--- src/rtl/socPkg.sv ---
package socPkg;

    localparam int BUS_ADDR_WIDTH   = 32;
    localparam int BUS_DATA_WIDTH   = 32;
    localparam int BYTE_LANES       = BUS_DATA_WIDTH / 8;
    localparam int RAM_ADDR_WIDTH   = 10;
    localparam int RAM_WORDS        = 1 << RAM_ADDR_WIDTH;
    localparam int TIMER_ADDR_WIDTH = 3;
    localparam int TIMER_CHANNELS   = 3;
    localparam int IO_WIDTH         = 8;
    localparam int IRQ_COUNT        = 4;
    localparam int IRQ_IO_LINE      = 3;    // lines 0..2 belong to the timers

    typedef logic [BUS_ADDR_WIDTH-1:0]      busAddrT;
    typedef logic [BUS_DATA_WIDTH-1:0]      busDataT;
    typedef logic [BYTE_LANES-1:0]          byteEnT;
    typedef logic [RAM_ADDR_WIDTH-1:0]      ramAddrT;
    typedef logic [TIMER_ADDR_WIDTH-1:0]    timerAddrT;
    typedef logic [$clog2(IRQ_COUNT+1)-1:0] irqVecT;

    // address bits 31..28
    localparam logic [3:0] RAM_REGION   = 4'd0;
    localparam logic [3:0] TIMER_REGION = 4'd1;
    localparam logic [3:0] IO_REGION    = 4'd2;

    localparam timerAddrT TIMER_CONTROL    = 3'd3;
    localparam timerAddrT TIMER_COUNT_BASE = 3'd4;   // counts at 4..6, read only

    localparam logic IO_LATCH = 1'b0;
    localparam logic IO_INPUT = 1'b1;

endpackage

--- src/rtl/io.sv ---
`timescale 1ns/1ps

module io
    import socPkg::*;
(
    input  logic                clk,
    input  logic                rstN,
    input  logic                read,
    input  logic                write,
    input  logic                address,
    input  busDataT             dataIn,
    input  logic [IO_WIDTH-1:0] ioIn,
    output logic                readValid,
    output busDataT             dataOut,
    output logic [IO_WIDTH-1:0] ioOut,
    output logic                ioIrq
);

    logic [IO_WIDTH-1:0] inSample;
    logic [IO_WIDTH-1:0] inPrevious;   // for edge detection

    always_ff @(posedge clk or negedge rstN) begin
        if (!rstN) begin
            ioOut      <= '0;
            inSample   <= '0;
            inPrevious <= '0;
            ioIrq      <= 1'b0;
            readValid  <= 1'b0;
        end else begin
            if (write && address == IO_LATCH) begin
                ioOut <= dataIn[IO_WIDTH-1:0];
            end
            inSample   <= ioIn;
            inPrevious <= inSample;
            ioIrq      <= |(inSample & ~inPrevious);  // any rising bit
            readValid  <= read;
        end
    end

    always_ff @(posedge clk) begin
        if (read) begin
            dataOut <= (address == IO_INPUT) ? BUS_DATA_WIDTH'(inSample)
                                             : BUS_DATA_WIDTH'(ioOut);
        end
    end

endmodule

--- config.mk ---
export PLATFORM = sky130hd
export DESIGN_NAME = io
export DESIGN_NICKNAME = d
export VERILOG_FILES = /design/src/rtl/socPkg.sv /design/src/rtl/io.sv
export SDC_FILE = /design/constraint.sdc
export NUM_CORES = 1
export LEC_CHECK = 0
export BUFFER_PORTS_ARGS = -buffer_cell sky130_fd_sc_hd__buf_2
export CAP_MARGIN = 20
export CORE_UTILIZATION = 38
export DETAILED_ROUTE_END_ITERATION = 6
export PLACE_DENSITY = 0.76
export SYNTH_ARGS = -nofsm -noshare
export SYNTH_HDL_FRONTEND = slang
export SYNTH_SLANG_ARGS = --single-unit
--- constraint.sdc ---
create_clock -name clk -period 1.2 [get_ports clk]
set_clock_uncertainty 0.2 [all_clocks]
set_input_delay 0.06 -clock clk [delete_from_list [all_inputs] [get_ports clk]]
set_output_delay 0.06 -clock clk [all_outputs]
set_load 0.02 [all_outputs]
-- After elaboration in Yosys (flattened, before gate mapping)
Cells that the tools add are included.
- mux-type cells: 1
- bitwise operators: 3
- reduce and logical (&&, ||, !) cells: 2
- operator list (cell ; number):
    $and 8x8->8 ; 1
    $mux 8 ; 1
    $not 8->8 ; 1
    $reduce_or 8->1 ; 1
    $logic_and 1x1->1 ; 1
    $not 1->1 ; 1
- register bits after elaboration: 58
- output and inout port bits: 42
- bits of input ports: 45

-- Logic depth before layout (Yosys ltp)
- depth after elaboration: 3
- depth in mapped cells: 4
- mapped depth without buffers: 3

-- Worst setup path before layout
Ideal clock, no wire load.
- path type: register to register
- start point: register inSample[6]
- end point: register ioIrq
- setup time: 0.139 ns
- period minus slack after synthesis: 1.305 ns
- required time: 0.861 ns
- arrival time: 0.967 ns
- setup slack: -0.105 ns
- stages on the path, launching flop included: 4
- path through: dfrtp_1 inv_1 o22ai_1 or4_1
- longest elaborated chain between the ends: 2
- RTL lines (element ; line ; RTL):
    start, declared ; io.sv:19 ; logic [IO_WIDTH-1:0] inSample;
    start signal, assigned ; io.sv:33 ; inSample <= ioIn;
    $and 8x8->8 ; io.sv:35 ; ioIrq <= |(inSample & ~inPrevious);
    $reduce_or 8->1 ; io.sv:35 ;
    end signal, assigned ; io.sv:35 ;
    end, declared ; io.sv:16 ; output logic ioIrq
Every way passes these cells.
A chain may end at the register's enable or synchronous reset.

-- Worst setup path in the final report
- start point: register inSample[3]
- end point: register ioIrq
Same word-level chain as after synthesis.

==> impl_metrics.ini <==
[layout]
fillers = 277
final_cell_area_um2 = 1910
nNetsFinal = 209
syn_to_final_growth_pct = 38.8
num_antenna_cells = 0
final_layout_size_suffix_gt1_frac = 0.451
post-route-util = 0.560

[placement]
place_congestion = 0.741
postPlaceCellArea_um2 = 1590
portBuffers = 38
dpl.hpwl_um = 1640

[routing]
via_per_inst = 4.14
drtPass1Iterations = 2
post-route-drc-count = 0
first_iter_violations = 1
drtAntennaViolNets = 0
wl_per_cell_um = 12.1
drt_wl_total_um = 2540
vias = 869

[run]
maxCapViolCount = 0

[timing]
finalSetupViolations = 5
max_freq_mhz = 748
fin_crit_sh = 1.11
fin_hold_ws_ps = 10.6
rsz0062_at_grt = true
drv_slew = 0
finalSetupTns_ps = -301
hold_viol_final = 0
setup_slack_ps = -136
fin_crit_ps = 1340
tightest_slew_ps = 576
relSlewSlack = 0.616

[global_route]
grt_pass1_vias = 926
overflow = 0
grt_pass1_wl_um = 4220
grt_use_total = 0.149
grt_max_degree = 27
antenna_found_initial = 0

[synth]
yosysTopAreaCell = dfrtp_1
synthArstFlopShare = 0.765
synth_seq_area_share = 0.646
yosysWarnings = 0
synth_most_common_cell = dfrtp_1
synthesis.area_um2 = 1380
synthTopCellsByCount = dfrtp_1, buf_4
yosysUniqueCellTypes = 11
avgSynthCellArea_um2 = 15.2
synth-main-ff-cell = dfrtp_1
synth_seq_cells = 34
synth_edf_count = 8
synth_area_leaders = dfrtp_1, edfxtp_1, buf_4, mux2_4, mux2_2
synth_top_area_frac = 0.472
netlist_instances = 91

[clock_tree]
clk_pin_slew_ps = 100
clock_path_buffers = 2
cts_buffers = 5
cts_tree = built
cts_root_buf = clkbuf_4
worst_skew_pair.late_latency_ps = 340
cts.sinks = 34
htree_levels = 2

[outcome]
status = complete, but fails checks
violations = setup timing

[die]
boundaryPins = 87
fp-row-count = 21
design.die.area_um2 = 3870
die_height_um = 62.2
die_w_um = 62.2
start_util = 0.404
core_um2 = 3420

[setup_path]
crit_type = flop to flop
crit_path_max_fanout = 2
worstPathRequired_ps = 1210
cp-start-kind = flop
rr_worst_depth = 3
worstPathArrival_ps = 1340
crit_path_end_kind = flop

[power]
peakVddDrop_v = 0.000802
powerDensity_nw_per_um2 = 1320
power.leakage_nw = 0.956
total_power_mw = 2.53

[hold_path]
min_path_cells = 2
hp-class = primary input to flop
-- sequential cells by signal, indices dropped and copies added (netlist names) --
signal      cells
ioOut           8
inSample        8
dataOut         8
ioIrq           1
inPrevious      8
readValid       1
-- logic make-up (layout without fill, tap and decap cells) --
| family | after synthesis | after routing | share of synthesized area |
|---|---|---|---|
| AOI/OAI and AO/OA | 4 | 4 | 0.0181 |
| other | 1 | 24 | 0.00272 |
| muxes | 16 | 16 | 0.152 |
| and+or+nand+nor | 2 | 2 | 0.0118 |
| buffers and inverters | 34 | 84 | 0.169 |
| DFF | 34 | 34 | 0.646 |
-- worst paths after layout --
check                                      start                       to  slack [ps]
setup / recovery           inSample[3]$_DFF_PN0_          ioIrq$_DFF_PN0_        -140
hold / removal                           address     dataOut[7]$_DFFE_PP_          10
setup reg to reg           inSample[3]$_DFF_PN0_          ioIrq$_DFF_PN0_        -140
hold reg to reg            inSample[7]$_DFF_PN0_  inPrevious[7]$_DFF_PN0_         200
max in group asynchronous                   rstN    inSample[6]$_DFF_PN0_         380
min in group asynchronous                   rstN    inSample[4]$_DFF_PN0_          40
-- routing by layer --
metal | vias up | GRT usage | routed length [um]
met3 | 8 | 0.0386 | 128
met4 | 0 | 0.0872 | 61
met1 | 417 | 0.145 | 923
met2 | 48 | 0.282 | 1430
met5 | - | 0 | 0
li1 | 396 | - | -
-- area by class of cell --
type	count	area, um2	area share
clock buffers	7	55.1	0.0288
inverters	8	30.0	0.0157
multi-input cells	46	357	0.186
flip-flops and latches	34	891	0.465
well taps	46	57.6	0.0301
repair buffers	69	524	0.274
-- power by group --
| group | leakage [nW] | total, mW | internal [mW] | switching, mW |
|---|---|---|---|---|
| sequential | 0.380 | 1.34 | 1.29 | 0.0571 |
| clock | 0.0314 | 0.636 | 0.276 | 0.359 |
| combinational | 0.545 | 0.550 | 0.278 | 0.272 |
-- what timing repair did --
action,CTS,global route
cloned,0,0
endpoints found under the setup margin,7,13
buffers inserted,1,4
gates resized for setup,8,10
hold buffers,18,0
pin swaps,2,0
endpoints found under the hold margin,53,0
-- layout by cell type (no fill, tap or decap) --
cell type	count
buf_2	34
dfrtp_1	26
conb_1	24
dlygate4sd3_1	18
mux2_4	12
buf_6	9
inv_1	8
edfxtp_1	8
buf_4	7
clkbuf_4	5
mux2_2	4
o22ai_1	4
or4_1	1
nor2b_2	1
clkbuf_8	1
clkbuf_1	1
buf_12	1
-- critical path, cell delays in order (launching register included) --
cell,delay (ps)
dfrtp_1,400
inv_1,60
o22ai_1,50
or4_1,510
-- metrics by stage --
step	worst slack [ps]	std cells
floorplan	-96.4	114
global placement	-100	181
detailed placement	-138	181
CTS	-139	207
global route	-173	210
finish	-136	210
Power figures use the tool's default switching activity.
