`config.mk`:
```
export PLATFORM = sky130hd
export DESIGN_NAME = busInterconnect
export DESIGN_NICKNAME = d
export VERILOG_FILES = /design/src/rtl/socPkg.sv /design/src/rtl/busInterconnect.sv
export SDC_FILE = /design/constraint.sdc
export NUM_CORES = 1
export LEC_CHECK = 0
export BUFFER_PORTS_ARGS = -buffer_cell sky130_fd_sc_hd__buf_4
export CAP_MARGIN = 20
export CORE_AREA = 2 2 74 76
export DETAILED_ROUTE_END_ITERATION = 10
export DIE_AREA = 0 0 76 78
export GPL_TIMING_DRIVEN = 0
export PLACE_DENSITY = 0.73
export RECOVER_POWER = 25
export SYNTH_ARGS = -nofsm -noshare
export SYNTH_HDL_FRONTEND = slang
export SYNTH_SLANG_ARGS = --single-unit
```
`constraint.sdc`:
```
create_clock -name clk -period 1.8 [get_ports clk]
set_input_delay 0.09 -clock clk [delete_from_list [all_inputs] [get_ports clk]]
set_output_delay 0.09 -clock clk [all_outputs]
set_load 0.03 [all_outputs]
```
`src/rtl/socPkg.sv`:
```
package socPkg;

    localparam int BUS_ADDR_WIDTH   = 32;
    localparam int BUS_DATA_WIDTH   = 32;
    localparam int BYTE_LANES       = BUS_DATA_WIDTH / 8;
    localparam int RAM_ADDR_WIDTH   = 10;
    localparam int RAM_WORDS        = 1 << RAM_ADDR_WIDTH;
    localparam int TIMER_ADDR_WIDTH = 3;
    localparam int TIMER_CHANNELS   = 3;
    localparam int IO_WIDTH         = 8;
    localparam int IRQ_COUNT        = 4;
    localparam int IRQ_IO_LINE      = 3;    // lines 0..2 belong to the timers

    typedef logic [BUS_ADDR_WIDTH-1:0]      busAddrT;
    typedef logic [BUS_DATA_WIDTH-1:0]      busDataT;
    typedef logic [BYTE_LANES-1:0]          byteEnT;
    typedef logic [RAM_ADDR_WIDTH-1:0]      ramAddrT;
    typedef logic [TIMER_ADDR_WIDTH-1:0]    timerAddrT;
    typedef logic [$clog2(IRQ_COUNT+1)-1:0] irqVecT;

    // address bits 31..28
    localparam logic [3:0] RAM_REGION   = 4'd0;
    localparam logic [3:0] TIMER_REGION = 4'd1;
    localparam logic [3:0] IO_REGION    = 4'd2;

    localparam timerAddrT TIMER_CONTROL    = 3'd3;
    localparam timerAddrT TIMER_COUNT_BASE = 3'd4;   // counts at 4..6, read only

    localparam logic IO_LATCH = 1'b0;
    localparam logic IO_INPUT = 1'b1;

endpackage

```
`src/rtl/busInterconnect.sv`:
```
`timescale 1ns/1ps

module busInterconnect
    import socPkg::*;
(
    input  logic      clk,
    input  logic      rstN,
    input  busAddrT   address,
    input  logic      read,
    input  logic      write,
    output logic      readValid,
    output busDataT   dataOut,

    output logic      ramRead,
    output logic      ramWrite,
    output ramAddrT   ramAddress,
    input  logic      ramValid,
    input  busDataT   ramData,

    output logic      timerRead,
    output logic      timerWrite,
    output timerAddrT timerAddress,
    input  logic      timerValid,
    input  busDataT   timerData,

    output logic      ioRead,
    output logic      ioWrite,
    output logic      ioAddress,
    input  logic      ioValid,
    input  busDataT   ioData
);

    logic [3:0] region;
    logic       ramSel;
    logic       timerSel;
    logic       ioSel;
    logic       unmappedValid;  // answers reads nobody owns

    assign region   = address[31:28];
    assign ramSel   = (region == RAM_REGION);
    assign timerSel = (region == TIMER_REGION);
    assign ioSel    = (region == IO_REGION);

    // word addresses, byte offset dropped
    assign ramAddress   = address[RAM_ADDR_WIDTH+1:2];
    assign timerAddress = address[TIMER_ADDR_WIDTH+1:2];
    assign ioAddress    = address[2];

    assign ramRead    = read && ramSel;
    assign ramWrite   = write && ramSel;
    assign timerRead  = read && timerSel;
    assign timerWrite = write && timerSel;
    assign ioRead     = read && ioSel;
    assign ioWrite    = write && ioSel;

    always_ff @(posedge clk or negedge rstN) begin
        if (!rstN) begin
            unmappedValid <= 1'b0;
        end else begin
            unmappedValid <= read && !(ramSel || timerSel || ioSel);
        end
    end

    assign readValid = ramValid || timerValid || ioValid || unmappedValid;

    // at most one slave answers per cycle
    always_comb begin
        dataOut = '0;   // also the unmapped answer
        if (ramValid) begin
            dataOut = ramData;
        end else if (timerValid) begin
            dataOut = timerData;
        end else if (ioValid) begin
            dataOut = ioData;
        end
    end

endmodule

```
* Word level (Yosys, flattened, before mapping)
Cells that the tools add are included.
** Word-level totals
- Bits in registers :: 1
- Output and inout bits :: 53
** Operators by class
- Reductions and logical operators :: 14
- Eq/ne operators :: 2
- Mux-type cells :: 3
** Operators by type and width (count)
- 32-bit 2-to-1 mux :: 3
- 1-bit logical AND :: 7
- 1-bit logical OR :: 5
- 4-bit by 1-bit equality test with 1-bit output (second input constant) :: 1
- 4-bit by 2-bit equality test with 1-bit output (second input constant) :: 1
- 4-bit zero test :: 1
- 1-bit zero test :: 1

* Longest topological paths before layout
- Depth in word-level cells :: 5
- Gate-level depth with buffers :: 4
- Depth with buffers taken out :: 2

* Worst setup path after synthesis
Ideal clock, no wire load.
- Path type :: input to output
- Start :: input address[31]
- End :: output ramRead
- Path slack :: 0.551 ns
- Path buffers :: 0
- Arrival :: 1.159 ns
- Data required time :: 1.710 ns
- Cell stages on the path :: 2
- Cell sequence :: or3b_1 nor3_1
** On the way
- Cells in the longest elaborated chain, start to end :: 2
** RTL lines
- from (decl) :: line busInterconnect.sv:8 : input busAddrT address,
- 4-bit zero test :: line busInterconnect.sv:40 : assign ramSel = (region == RAM_REGION);
- 1-bit logical AND :: line busInterconnect.sv:49 : assign ramRead = read && ramSel;
- to (decl) :: line busInterconnect.sv:14 : output logic ramRead,
No other way between the ends.

* Final worst setup path
- Start :: input timerValid
- End :: output dataOut[21]
** On the way
- Cells in the longest elaborated chain, start to end :: 2
** RTL lines
- from (decl) :: line busInterconnect.sv:23 : input logic timerValid,
- 32-bit 2-to-1 mux :: line busInterconnect.sv:71 : end else if (timerValid) begin
- 32-bit 2-to-1 mux :: line busInterconnect.sv:69 : if (ramValid) begin
- to (decl) :: line busInterconnect.sv:12 : output busDataT dataOut,
No other way between the ends.

==> results_dict.tcl <==
set metrics [dict create \
    die_h_um 78 \
    synth-edff-count 0 \
    power_density_mw_per_mm2 309 \
    viasPerCell 4.57 \
    grt-ovfl-total 0 \
    grt_pass1_vias 1691 \
    setup_viol 0 \
    synth_area_leaders "a21oi_1, nand3b_1, nor2b_1, buf_4, buf_2" \
    relSlewSlack_pct 70.8 \
    intPower_uw 358 \
    cp.arrival_ns 1.05 \
    top_register "unmappedValid" \
    dpl.hpwl_um 4320 \
    coreArea_mm2 0.00504 \
    grt_pass1_wl_um 7870 \
    p_sw_uw 346 \
    holdBufCountCts 1 \
    area_growth_pct 115 \
    wl_um 5240 \
    fin_crit_ns 1.14 \
    reg_top3 "unmappedValid x1" \
    largest_reg_flops 1 \
    syn_inst 174 \
    status "finished, final reports clean" \
    critPathMaxFanout 10 \
    pwr-share-clk_pct 0 \
    dieWidth_um 76 \
    synth.distinct_cells 14 \
    path_clk_slew_ns 0 \
    fin_nets 468 \
    critPathRequiredTime_ns 1.71 \
    hold_path.class "input pin to register" \
    synth_seq_cells 1 \
    critPathLaunchType "input pin" \
    antennaDiodeCount 0 \
    seqPwrFrac_pct 3.5 \
    grt_start_max_net_pins 11 \
    post-route-period-util_pct 63.3 \
    total_power_uw 704 \
    sw_frac_of_total_pct 49.1 \
    grt_usage_pct 15.7 \
    power_leakage_uw 0.00108 \
    vias 1832 \
    criticalPathCategory "input pin to primary output" \
    setup-tns-final_ns 0 \
    drcViolationCount 0 \
    synth_flop_cell "dfrtp_1" \
    initial_core_util_pct 21.0 \
    tightest_slew_ns 0.440 \
    worstPathCellList "buf_2 -> buf_2 -> a21oi_1 -> a21oi_1 -> buf_4" \
    critical_path.slowest_cell "buf_2" \
    antenna_found_initial 0 \
    max-cap-violations 0 \
    avgRoutedWirePerCell_um 13.1 \
    dr.pass1.iters 4 \
    synth.avg_cell_area_um2 6.10 \
    synth_top_area_share_pct 30.2 \
    gp_congestion 0.749 \
    synth_top_area_cell "a21oi_1" \
    yosys_warnings 0 \
    rsz0062_at_grt "false" \
    seq_area_frac_synth_pct 2.36 \
    mostFrequentLayoutCells "buf_4, a21oi_1, nor2b_1" \
    final_layout_size_suffix_gt1_share_pct 51.7 \
    dieArea_mm2 0.00593 \
    hold_violations 0 \
    synth_nets 309 \
    power_frac_comb_pct 96.5 \
    postSynth.asyncResetShare_pct 100 \
    cts_resized 0 \
    peakVddDrop_uv 137 \
    final_common_cell "buf_4" \
    core.rowCount 26 \
    syn_area_mm2 0.00106 \
    ios 188 \
    maxSlewViolCount 0 \
    cp-end-kind "primary output" \
    crit_path_max_incr_delay_ns 0.27 \
    fmax_mhz 878 \
    postRouteAntennaNets 0 \
    post_cts_buffers 0 \
    port_buffers 156 \
    drtIter0Drc 22 \
]
power groups by stage:
stage	clock network [µW]	logic, µW	registers, µW
floorplan	0	357	24.7
finish	0	679	24.8
detailed placement	0	697	24.8
CTS	0	700	24.8
global placement	0	689	24.7
global route	0	728	24.9
critical path, delay by kind of cell:
kind                   cells  cell delay [ns]
AO/OA/AOI/OAI              2             0.30
buffers and inverters      3             0.66
per-stage QoR:
stage | hold WS (ns) | instance area [µm²] | setup WS, ns | utilization [%] | std cells
after detailed placement | -0.132 | 2320 | 0.639 | 46.0 | 400
after global placement | -0.134 | 2320 | 0.632 | 46.0 | 400
after floorplan | -0.206 | 1060 | 0.551 | - | 174
final | 0.328 | 2280 | 0.661 | 45.2 | 401
after global routing | 0.360 | 2280 | 0.546 | 45.2 | 401
after CTS | 0.333 | 2330 | 0.636 | 46.2 | 401
worst paths after layout:
check                                 to        from  depth (start not counted)  slack (ns)
setup / recovery             dataOut[21]  timerValid                          5        0.66
hold / removal             unmappedValid        read                          2        0.33
max in group asynchronous  unmappedValid        rstN                          2        1.32
min in group asynchronous  unmappedValid        rstN                          2        0.40
cells by family (layout without fill, tap and decap cells):
logic type             after synthesis  count (layout)  synth area share (%)
AOI/OAI and AO/OA                   65              65                  30.9
buffers and inverters               32             189                  18.4
DFF                                  1               1                  2.36
and+or+nand+nor                     76              76                  48.3
cells in the mapped netlist (2+ instances only):
library cell / count
nor2b_1: 33
buf_2: 12
a21oi_1: 64
or3b_1: 2
nand3b_1: 32
nor2_1: 4
nand2b_1: 2
clkbuf_1: 5
buf_4: 14
nor3_1: 2
layout make-up:
type | count | area, µm²
repair buffers | 157 | 1130
plain buffers | 32 | 195
well taps | 70 | 87.6
fillers | 552 | 2760
multi-input cells | 141 | 841
flip-flops and latches | 1 | 25.0
routing by layer:
layer	vias up	track usage (%)	routed length (µm)
li1	914	-	-
met1	803	17.9	2010
met2	115	30.7	2690
met3	0	3.95	546
met4	0	0.545	0
met5	-	0	0
No activity file was read; power rests on OpenSTA's default activity.
