--- src/rtl/socPkg.sv ---
package socPkg;

    localparam int BUS_ADDR_WIDTH   = 32;
    localparam int BUS_DATA_WIDTH   = 32;
    localparam int BYTE_LANES       = BUS_DATA_WIDTH / 8;
    localparam int RAM_ADDR_WIDTH   = 10;
    localparam int RAM_WORDS        = 1 << RAM_ADDR_WIDTH;
    localparam int TIMER_ADDR_WIDTH = 3;
    localparam int TIMER_CHANNELS   = 3;
    localparam int IO_WIDTH         = 8;
    localparam int IRQ_COUNT        = 4;
    localparam int IRQ_IO_LINE      = 3;    // lines 0..2 belong to the timers

    typedef logic [BUS_ADDR_WIDTH-1:0]      busAddrT;
    typedef logic [BUS_DATA_WIDTH-1:0]      busDataT;
    typedef logic [BYTE_LANES-1:0]          byteEnT;
    typedef logic [RAM_ADDR_WIDTH-1:0]      ramAddrT;
    typedef logic [TIMER_ADDR_WIDTH-1:0]    timerAddrT;
    typedef logic [$clog2(IRQ_COUNT+1)-1:0] irqVecT;

    // address bits 31..28
    localparam logic [3:0] RAM_REGION   = 4'd0;
    localparam logic [3:0] TIMER_REGION = 4'd1;
    localparam logic [3:0] IO_REGION    = 4'd2;

    localparam timerAddrT TIMER_CONTROL    = 3'd3;
    localparam timerAddrT TIMER_COUNT_BASE = 3'd4;   // counts at 4..6, read only

    localparam logic IO_LATCH = 1'b0;
    localparam logic IO_INPUT = 1'b1;

endpackage

--- src/rtl/interruptController.sv ---
`timescale 1ns/1ps

module interruptController
    import socPkg::*;
(
    input  logic                 clk,
    input  logic                 rstN,
    input  logic [IRQ_COUNT-1:0] triggerInterrupt,
    input  logic                 interruptAcknowledge,
    input  irqVecT               interruptIn,
    output logic                 interruptRequest,
    output irqVecT               interruptOut
);

    logic [IRQ_COUNT-1:0] pending;
    logic [IRQ_COUNT-1:0] pendingNext;
    logic [IRQ_COUNT-1:0] ackMask;
    irqVecT               lowestPending;

    always_comb begin
        ackMask = '0;
        for (int line = 0; line < IRQ_COUNT; line++) begin
            if (interruptAcknowledge && interruptIn == irqVecT'(line)) begin
                ackMask[line] = 1'b1;
            end
        end
    end

    // a trigger in the ack cycle keeps the line pending
    assign pendingNext = (pending & ~ackMask) | triggerInterrupt;

    // scan downwards so the lowest number wins
    always_comb begin
        lowestPending = '0;
        for (int line = IRQ_COUNT - 1; line >= 0; line--) begin
            if (pendingNext[line]) begin
                lowestPending = irqVecT'(line);
            end
        end
    end

    always_ff @(posedge clk or negedge rstN) begin
        if (!rstN) begin
            pending          <= '0;
            interruptRequest <= 1'b0;
            interruptOut     <= '0;
        end else begin
            pending          <= pendingNext;
            interruptRequest <= |pendingNext;
            interruptOut     <= lowestPending;
        end
    end

endmodule

--- config.mk ---
export PLATFORM = sky130hd
export DESIGN_NAME = interruptController
export DESIGN_NICKNAME = d
export VERILOG_FILES = /design/src/rtl/socPkg.sv /design/src/rtl/interruptController.sv
export SDC_FILE = /design/constraint.sdc
export NUM_CORES = 1
export LEC_CHECK = 0
export BUFFER_PORTS_ARGS = -buffer_cell sky130_fd_sc_hd__buf_2
export CORE_AREA = 3 3 40 42
export DETAILED_ROUTE_END_ITERATION = 7
export DIE_AREA = 0 0 43 45
export SETUP_SLACK_MARGIN = 0.3
export SYNTH_ARGS = -nofsm -noshare
export SYNTH_HDL_FRONTEND = slang
export SYNTH_SLANG_ARGS = --single-unit
export TNS_END_PERCENT = 50
--- constraint.sdc ---
create_clock -name clk -period 1.75 [get_ports clk]
set_input_delay 0.0875 -clock clk [delete_from_list [all_inputs] [get_ports clk]]
set_output_delay 0.0875 -clock clk [all_outputs]
set_load 0.005 [all_outputs]
---- Word level (Yosys, flattened, before mapping) ----
Index checks and enable logic that the tools add are counted.
cells by class
  muxes and demuxes ....................... 8
  bitwise operators ....................... 3
  equal/unequal tests ..................... 3
  reduce and logical (&&, ||, !) cells .... 6
operators with widths
  cell                  count
  $mux W3               3
  $eq A3 B2 Y1 const B  2
  $and A4 B4 Y4         1
  $logic_and A1 B1 Y1   4
  $mux W1               4
  $not A4 Y4            1
  $or A4 B4 Y4          1
  $reduce_or A4 Y1      1
  $eq A3 B1 Y1 const B  1
  $logic_not A3 Y1      1
  $mux W2               1
word-level totals
  input port bits ......................... 10
  bits in registers ....................... 8
  word-level logic and storage cells ...... 23
  output and inout port bits .............. 4

---- Logic depth before layout (Yosys ltp) ----
Gate-level depths: netlist (run 1).
  word-level depth ........................ 10
  gate-level depth with buffers ........... 5

---- Worst setup path after synthesis (run 1) ----
No wires, ideal clock.
  kind .................................... input -> register
  from .................................... in interruptIn[1]
  to ...................................... reg interruptOut[1]
  path slack .............................. 0.650 ns
  buffers on the path ..................... 0
  data arrival time ....................... 1.013 ns
  library setup time ...................... 0.087 ns
  cell stages on the path ................. 4
  required time ........................... 1.663 ns
  path through ............................ or4b_1 > a21oi_2 > inv_2 > a211oi_2
on the way
  elaborated cells on any way between the ends .. 19
  those cells by class .................... 3 x eq/ne; 8 x mux; 3 x bitwise; 5 x reduce/logical
RTL lines
  element                     line                       text
  start, declared             interruptController.sv:10  input irqVecT interruptIn,
  $logic_not A3 Y1            interruptController.sv:23  if (interruptAcknowledge && interruptIn == irqVecT'(line)) begin
  $logic_and A1 B1 Y1         interruptController.sv:23
  $mux W1                     interruptController.sv:23
  $not A4 Y4                  interruptController.sv:30  assign pendingNext = (pending & ~ackMask) | triggerInterrupt;
  $and A4 B4 Y4               interruptController.sv:30
  $or A4 B4 Y4                interruptController.sv:30
  named net pendingNext[0]    interruptController.sv:16  logic [IRQ_COUNT-1:0] pendingNext;
  $mux W3                     interruptController.sv:36  if (pendingNext[line]) begin
  named net lowestPending[1]  interruptController.sv:18  irqVecT lowestPending;
  end signal, assigned        interruptController.sv:50  interruptOut <= lowestPending;
  end, declared               interruptController.sv:12  output irqVecT interruptOut
The timed path passes the listed nets, and every way through them passes these cells.

---- Worst setup path in the final report (run 1) ----
  from .................................... reg pending[2]
  to ...................................... reg interruptOut[0]
on the way
  longest elaborated chain between the ends .. 5
RTL lines
  element                     line                       text
  start, declared             interruptController.sv:15  logic [IRQ_COUNT-1:0] pending;
  start signal, assigned      interruptController.sv:48  pending <= pendingNext;
  $and A4 B4 Y4               interruptController.sv:30
  $or A4 B4 Y4                interruptController.sv:30
  named net pendingNext[2]    interruptController.sv:16
  $mux W3 (3 in series)       interruptController.sv:36
  named net lowestPending[0]  interruptController.sv:18
The timed path passes the listed nets, and every way through them passes these cells.

==> results.json, run 1 <==
{
  "fin_crit_ns": 1.04,
  "cts_tree": "done",
  "die-area_um2": 1940,
  "p_seq_frac": 0.491,
  "outcome": "completed",
  "routed_via_density": 4.23,
  "grt_max_degree": 8,
  "end_kind": "flop",
  "placed_cell_area_um2": 368,
  "grt_overflow": 0,
  "routed_wl_um": 610,
  "p_sw_frac": 0.214,
  "drive_gt1_frac": 0.439,
  "clk_pin_slew_ns": 0.05,
  "cp_data_arrival_time_ns": 1.22,
  "cts.sinks": 7,
  "synth-seq-area-share": 0.591,
  "yosys-top-cells-area": "dfrtp_1 59%, nand4bb_1 7.6%, a21oi_1 5.1%",
  "grt_pass1_wl_um": 1010,
  "r2r_cells": 4,
  "die_y_um": 45,
  "cp_max_fo": 3,
  "synthCells": 25,
  "fin_nets": 52,
  "ant_nets": 0,
  "synth_top_area_frac": 0.591,
  "hold_class": "primary input to flop",
  "gp_congestion": 0.751,
  "synth.avg_cell_area_um2": 11.9,
  "start_util": 0.231,
  "finalSetupTns_ns": 0,
  "coreArea_um2": 1280,
  "cts_buffers": 3,
  "worstSetupStartpoint": "pending[2]$_DFF_PN0_",
  "timing.critical_path.to": "interruptOut[0]$_DFF_PN0_",
  "drt_first_pass_iters": 2,
  "post_drt_wl_per_cell_um": 10.9,
  "period_share": 0.595,
  "htreeDepth": 1,
  "p_leak_uw": 0.000166,
  "cap_violations": 0,
  "power.switching_uw": 72.8,
  "insertion_delay_ns": 0.24,
  "die_w_um": 43,
  "clock-root-buffer": "clkbuf_4",
  "cts_buffer_depth": 2,
  "r2r_end": "interruptOut[0]$_DFF_PN0_",
  "r2r_slack_ns": 0.71,
  "grt_pass1_vias": 241,
  "synth_warnings": 0,
  "synth_largest_area_cell": "dfrtp_1",
  "synthesis.nets": 35,
  "rows": 13,
  "worstPathRequired_ns": 1.93,
  "synth_cell_types": 14,
  "p_per_area_nw_per_um2": 842,
  "io_pins": 14,
  "fmaxAchievable_ghz": 0.961,
  "cp-start-kind": "flop",
  "final_area_um2": 404,
  "drtIter0Drc": 4,
  "vias": 237,
  "ys_ff_latch": 7,
  "area_growth_pct": 36.3,
  "p_int_uw": 268,
  "final-hold-violation-count": 0,
  "comb_power_share": 0.090,
  "port-buffer-count": 12,
  "grt_antenna_before_repair": 0,
  "rsz0062_at_grt": "false",
  "r2r-start": "pending[2]$_DFF_PN0_",
  "clkPwrFrac": 0.419,
  "dpl.hpwl_um": 494,
  "drt_drc_violations_left": 0,
  "grtUsageTotal": 0.0722,
  "critPathKind": "flop to flop",
  "antenna_cells": 0,
  "max-vdd-ir-drop_uv": 280,
  "finalClockSkew_ns": 0.00153,
  "finalMaxSlewViolations": 0,
  "setup_viol": 0,
  "synth_area_um2": 297
}
[metal layers]
metal	global-route usage	part of all wire	up-vias
li1	-	-	119
met1	0.0938	0.49	105
met2	0.0928	0.40	13
met3	0.0319	0.12	0
met4	0.0542	0	0
met5	0	0	-
[cells by family (layout without fill, tap and decap cells)]
family / count (synthesis) / count (layout) / share of synthesized area
flip-flops: 7 / 7 / 0.591
AO/OA/AOI/OAI: 6 / 6 / 0.148
AND/OR/NAND/NOR: 6 / 6 / 0.173
other: 1 / 1 / 0.0126
buffers and inverters: 5 / 21 / 0.0759
[how the worst min path moves through the flow]
stage | from | endpoint | depth (start not counted)
6_report | triggerInterrupt[0] | interruptRequest$_DFF_PN0_ | 3
5_1_grt | triggerInterrupt[0] | pending[0]$_DFF_PN0_ | 3
4_1_cts | triggerInterrupt[0] | interruptRequest$_DFF_PN0_ | 3
3_5_place_dp | rstN | interruptOut[0]$_DFF_PN0_ | 1
3_3_place_gp | rstN | interruptOut[0]$_DFF_PN0_ | 1
2_1_floorplan | rstN | interruptOut[0]$_DFF_PN0_ | 0
[worst max-delay path: stages, from the launching register on]
cell	delay, ns
dfrtp_1	0.35
a21oi_1	0.25
inv_1	0.10
o21a_1	0.19
nor2_1	0.09
[registers in the layout, summed over array words and instances, names as in the netlist]
register and cells:
pending 4, interruptOut 2, interruptRequest 1
[repair_timing]
item,in CTS,in global routing
gates resized for setup,0,0
buffers inserted,0,0
endpoints found under the hold margin,7,0
hold buffers,1,0
[final cells by class]
type	instances	area, um2
Fill cell	136	881
Tap cell	15	18.8
Clock buffer	4	26.3
Multi-Input combinational cell	13	98.8
Timing Repair Buffer	13	70.1
Inverter	4	15.0
Sequential cell	7	175
[cell usage after synthesis]
cell / n
a21oi_2: 1
o21a_1: 1
inv_2: 1
nand4bb_1: 2
nor2_1: 1
dfrtp_1: 7
inv_1: 3
nand4_1: 1
a211oi_2: 1
conb_1: 1
a21oi_1: 3
or4b_1: 1
nand4b_1: 1
buf_4: 1
[power groups by stage]
stage	clock [uW]	sequential (uW)	combinational, uW
after floorplan	0	170	12.2
after global placement	0	170	28.5
after detailed placement	0	170	29.1
after CTS	154	167	31.0
after global routing	164	167	33.8
final	143	167	30.5
[cells in the final DEF (no fill, tap or decap), types with 2 or more instances in the layout]
cell type  count
nand4bb_1      2
dfrtp_1        7
buf_2         12
a21oi_1        3
inv_1          3
clkbuf_4       3
[stage by stage]
stage | total power (uW) | hold WS [ns] | util | cells | setup WS (ns)
2_1_floorplan | 182 | -0.208 | - | 25 | 0.650
3_3_place_gp | 198 | -0.0755 | 0.286 | 51 | 0.465
3_5_place_dp | 199 | -0.0697 | 0.286 | 51 | 0.451
4_1_cts | 352 | 0.0466 | 0.315 | 56 | 0.701
5_1_grt | 365 | 0.0621 | 0.315 | 56 | 0.640
6_report | 340 | 0.0547 | 0.315 | 56 | 0.709
(Power assumes the default switching activity.)
==> run 2, diff against run 1 <==
==> constraint.sdc (replaced) <==
create_clock -name clk -period 0.9 [get_ports clk]
set_input_delay 0.045 -clock clk [delete_from_list [all_inputs] [get_ports clk]]
set_output_delay 0.045 -clock clk [all_outputs]
set_load 0.005 [all_outputs]
==> run 2 against run 1 <==
- the flow now finishes with violations (negative setup slack)
- non-clock buffer count up 7
- via count is 12% higher
- combinational power rose to 3.0 times the previous value
- flip-flop and latch count stayed put
- final area rose by 22%
- worst setup slack worse by 0.71 ns
- die area did not move
- clock power grew 100%
==> results.json, run 2 (synthesis gave the netlist of run 1 again) <==
{
  "r2r_cells": 4,
  "placed_cells": 57,
  "die_y_um": 45,
  "hold_end": "pending[2]$_DFF_PN0_",
  "cts_tree": "done",
  "regMostFlops": "pending",
  "htreeDepth": 1,
  "reg.largest.list": "pending: 4 flops, interruptOut: 2 flops, interruptRequest: 1 flops",
  "insertion_delay_ns": 0.25,
  "period_share": 1.00,
  "cap_violations": 0,
  "final_common_cell": "buf_2",
  "ant_nets": 0,
  "end_kind": "flop",
  "final_cells": 63,
  "cts_buffers": 3,
  "port-buffer-count": 12,
  "final_area_um2": 492,
  "rsz0062_at_grt": "true",
  "coreArea_um2": 1280,
  "routed_wl_um": 702,
  "finalSetupTns_ns": -0.00149,
  "clock-root-buffer": "clkbuf_4",
  "grt_max_degree": 8,
  "drive_gt1_frac": 0.646,
  "placed_cell_area_um2": 417,
  "violations": "negative setup slack",
  "r2r-start": "pending[2]$_DFF_PN0_",
  "fmaxAchievable_ghz": 1.11,
  "hold_class": "primary input to flop",
  "grt_overflow": 0,
  "p_leak_uw": 0.000207,
  "r2r_slack_ns": -0.001,
  "post_drt_wl_per_cell_um": 11.1,
  "largest_reg_flops": 4,
  "finalClockSkew_ns": 0.000225,
  "rows": 13,
  "cts.sinks": 7,
  "start_util": 0.231,
  "r2r_end": "interruptOut[0]$_DFF_PN0_",
  "max-vdd-ir-drop_uv": 627,
  "fin_crit_ns": 0.901,
  "die_w_um": 43,
  "hold_start": "triggerInterrupt[2]",
  "setup_slack_ns": -0.00149,
  "critPathKind": "flop to flop",
  "grt_pass1_vias": 239,
  "cp_data_arrival_time_ns": 1.08,
  "hold_depth": 3,
  "drtIter0Drc": 3,
  "whs_ns": 0.00652,
  "gp_congestion": 0.740,
  "area_growth_pct": 65.8,
  "worstPathRequired_ns": 1.08,
  "setup_viol": 1,
  "drt_drc_violations_left": 0,
  "drt_first_pass_iters": 2,
  "final-hold-violation-count": 0,
  "finalMaxSlewViolations": 0,
  "cp_max_fo": 2,
  "outcome": "complete, but fails checks",
  "cp-start-kind": "flop",
  "vias": 265,
  "dpl.hpwl_um": 511,
  "grtUsageTotal": 0.0774,
  "grt_pass1_wl_um": 1020,
  "clk_pin_slew_ns": 0.05,
  "p_per_area_nw_per_um2": 1440,
  "cts_buffer_depth": 2,
  "fin_nets": 59,
  "routed_via_density": 4.21,
  "antenna_cells": 0,
  "grt_antenna_before_repair": 0,
  "io_pins": 14,
  "die-area_um2": 1940,
  "layout_common_cells": "10 x buf_2, 7 x dfrtp_1, 7 x buf_4"
}
==> run 2: per-stage QoR <==
| stage | power, uW | setup WS (ns) | util |
|---|---|---|---|
| finish | 708 | -0.00149 | 0.383 |
| global route | 755 | -0.0361 | 0.383 |
| CTS | 706 | -0.0214 | 0.358 |
| detailed placement | 405 | -0.264 | 0.324 |
| global placement | 405 | -0.274 | 0.324 |
| floorplan | 355 | -0.0905 | - |
==> run 2: worst max path at each step <==
stage                           endpoint  slack [ns]                 start
2_1_floorplan  interruptOut[1]$_DFF_PN0_       -0.09        interruptIn[2]
5_1_grt        interruptOut[1]$_DFF_PN0_       -0.04  pending[1]$_DFF_PN0_
6_report       interruptOut[0]$_DFF_PN0_      -0.001  pending[2]$_DFF_PN0_
3_3_place_gp   interruptOut[1]$_DFF_PN0_       -0.27        interruptIn[2]
4_1_cts        interruptOut[0]$_DFF_PN0_       -0.02  pending[2]$_DFF_PN0_
3_5_place_dp   interruptOut[1]$_DFF_PN0_       -0.26        interruptIn[2]
==> run 2: report_power, final <==
part	internal (uW)	total, uW	switching (uW)
logic	53.7	92.8	39.0
registers	323	327	3.57
clock network	169	288	119
==> run 2: timing repair <==
action	in CTS	in global routing
setup endpoints to repair	10	10
pin swaps	5	3
hold buffers	1	0
resized for setup	4	4
hold endpoints to repair	7	0
buffers inserted	0	1
==> run 2: cell type report <==
type | instances | area [um2]
repair buffers | 20 | 135
fillers | 131 | 793
inverters | 4 | 15.0
flip-flops and latches | 7 | 175
clock buffers | 4 | 26.3
well taps | 15 | 18.8
multi-input cells | 13 | 121
==> run 2: worst max-delay path, cell delays in order, from the launching register on <==
cell,delay (ns)
dfrtp_1,0.37
a21oi_2,0.14
inv_1,0.07
o21a_1,0.16
nor2_1,0.09
==> run 2: layer usage <==
layer,vias to the layer above,share of wire,routed length [um],track usage
li1,130,-,-,-
met5,-,0,0,0
met2,16,0.37,260,0.0898
met3,2,0.12,82,0.0359
met1,117,0.49,341,0.102
met4,0,0.024,17,0.0723
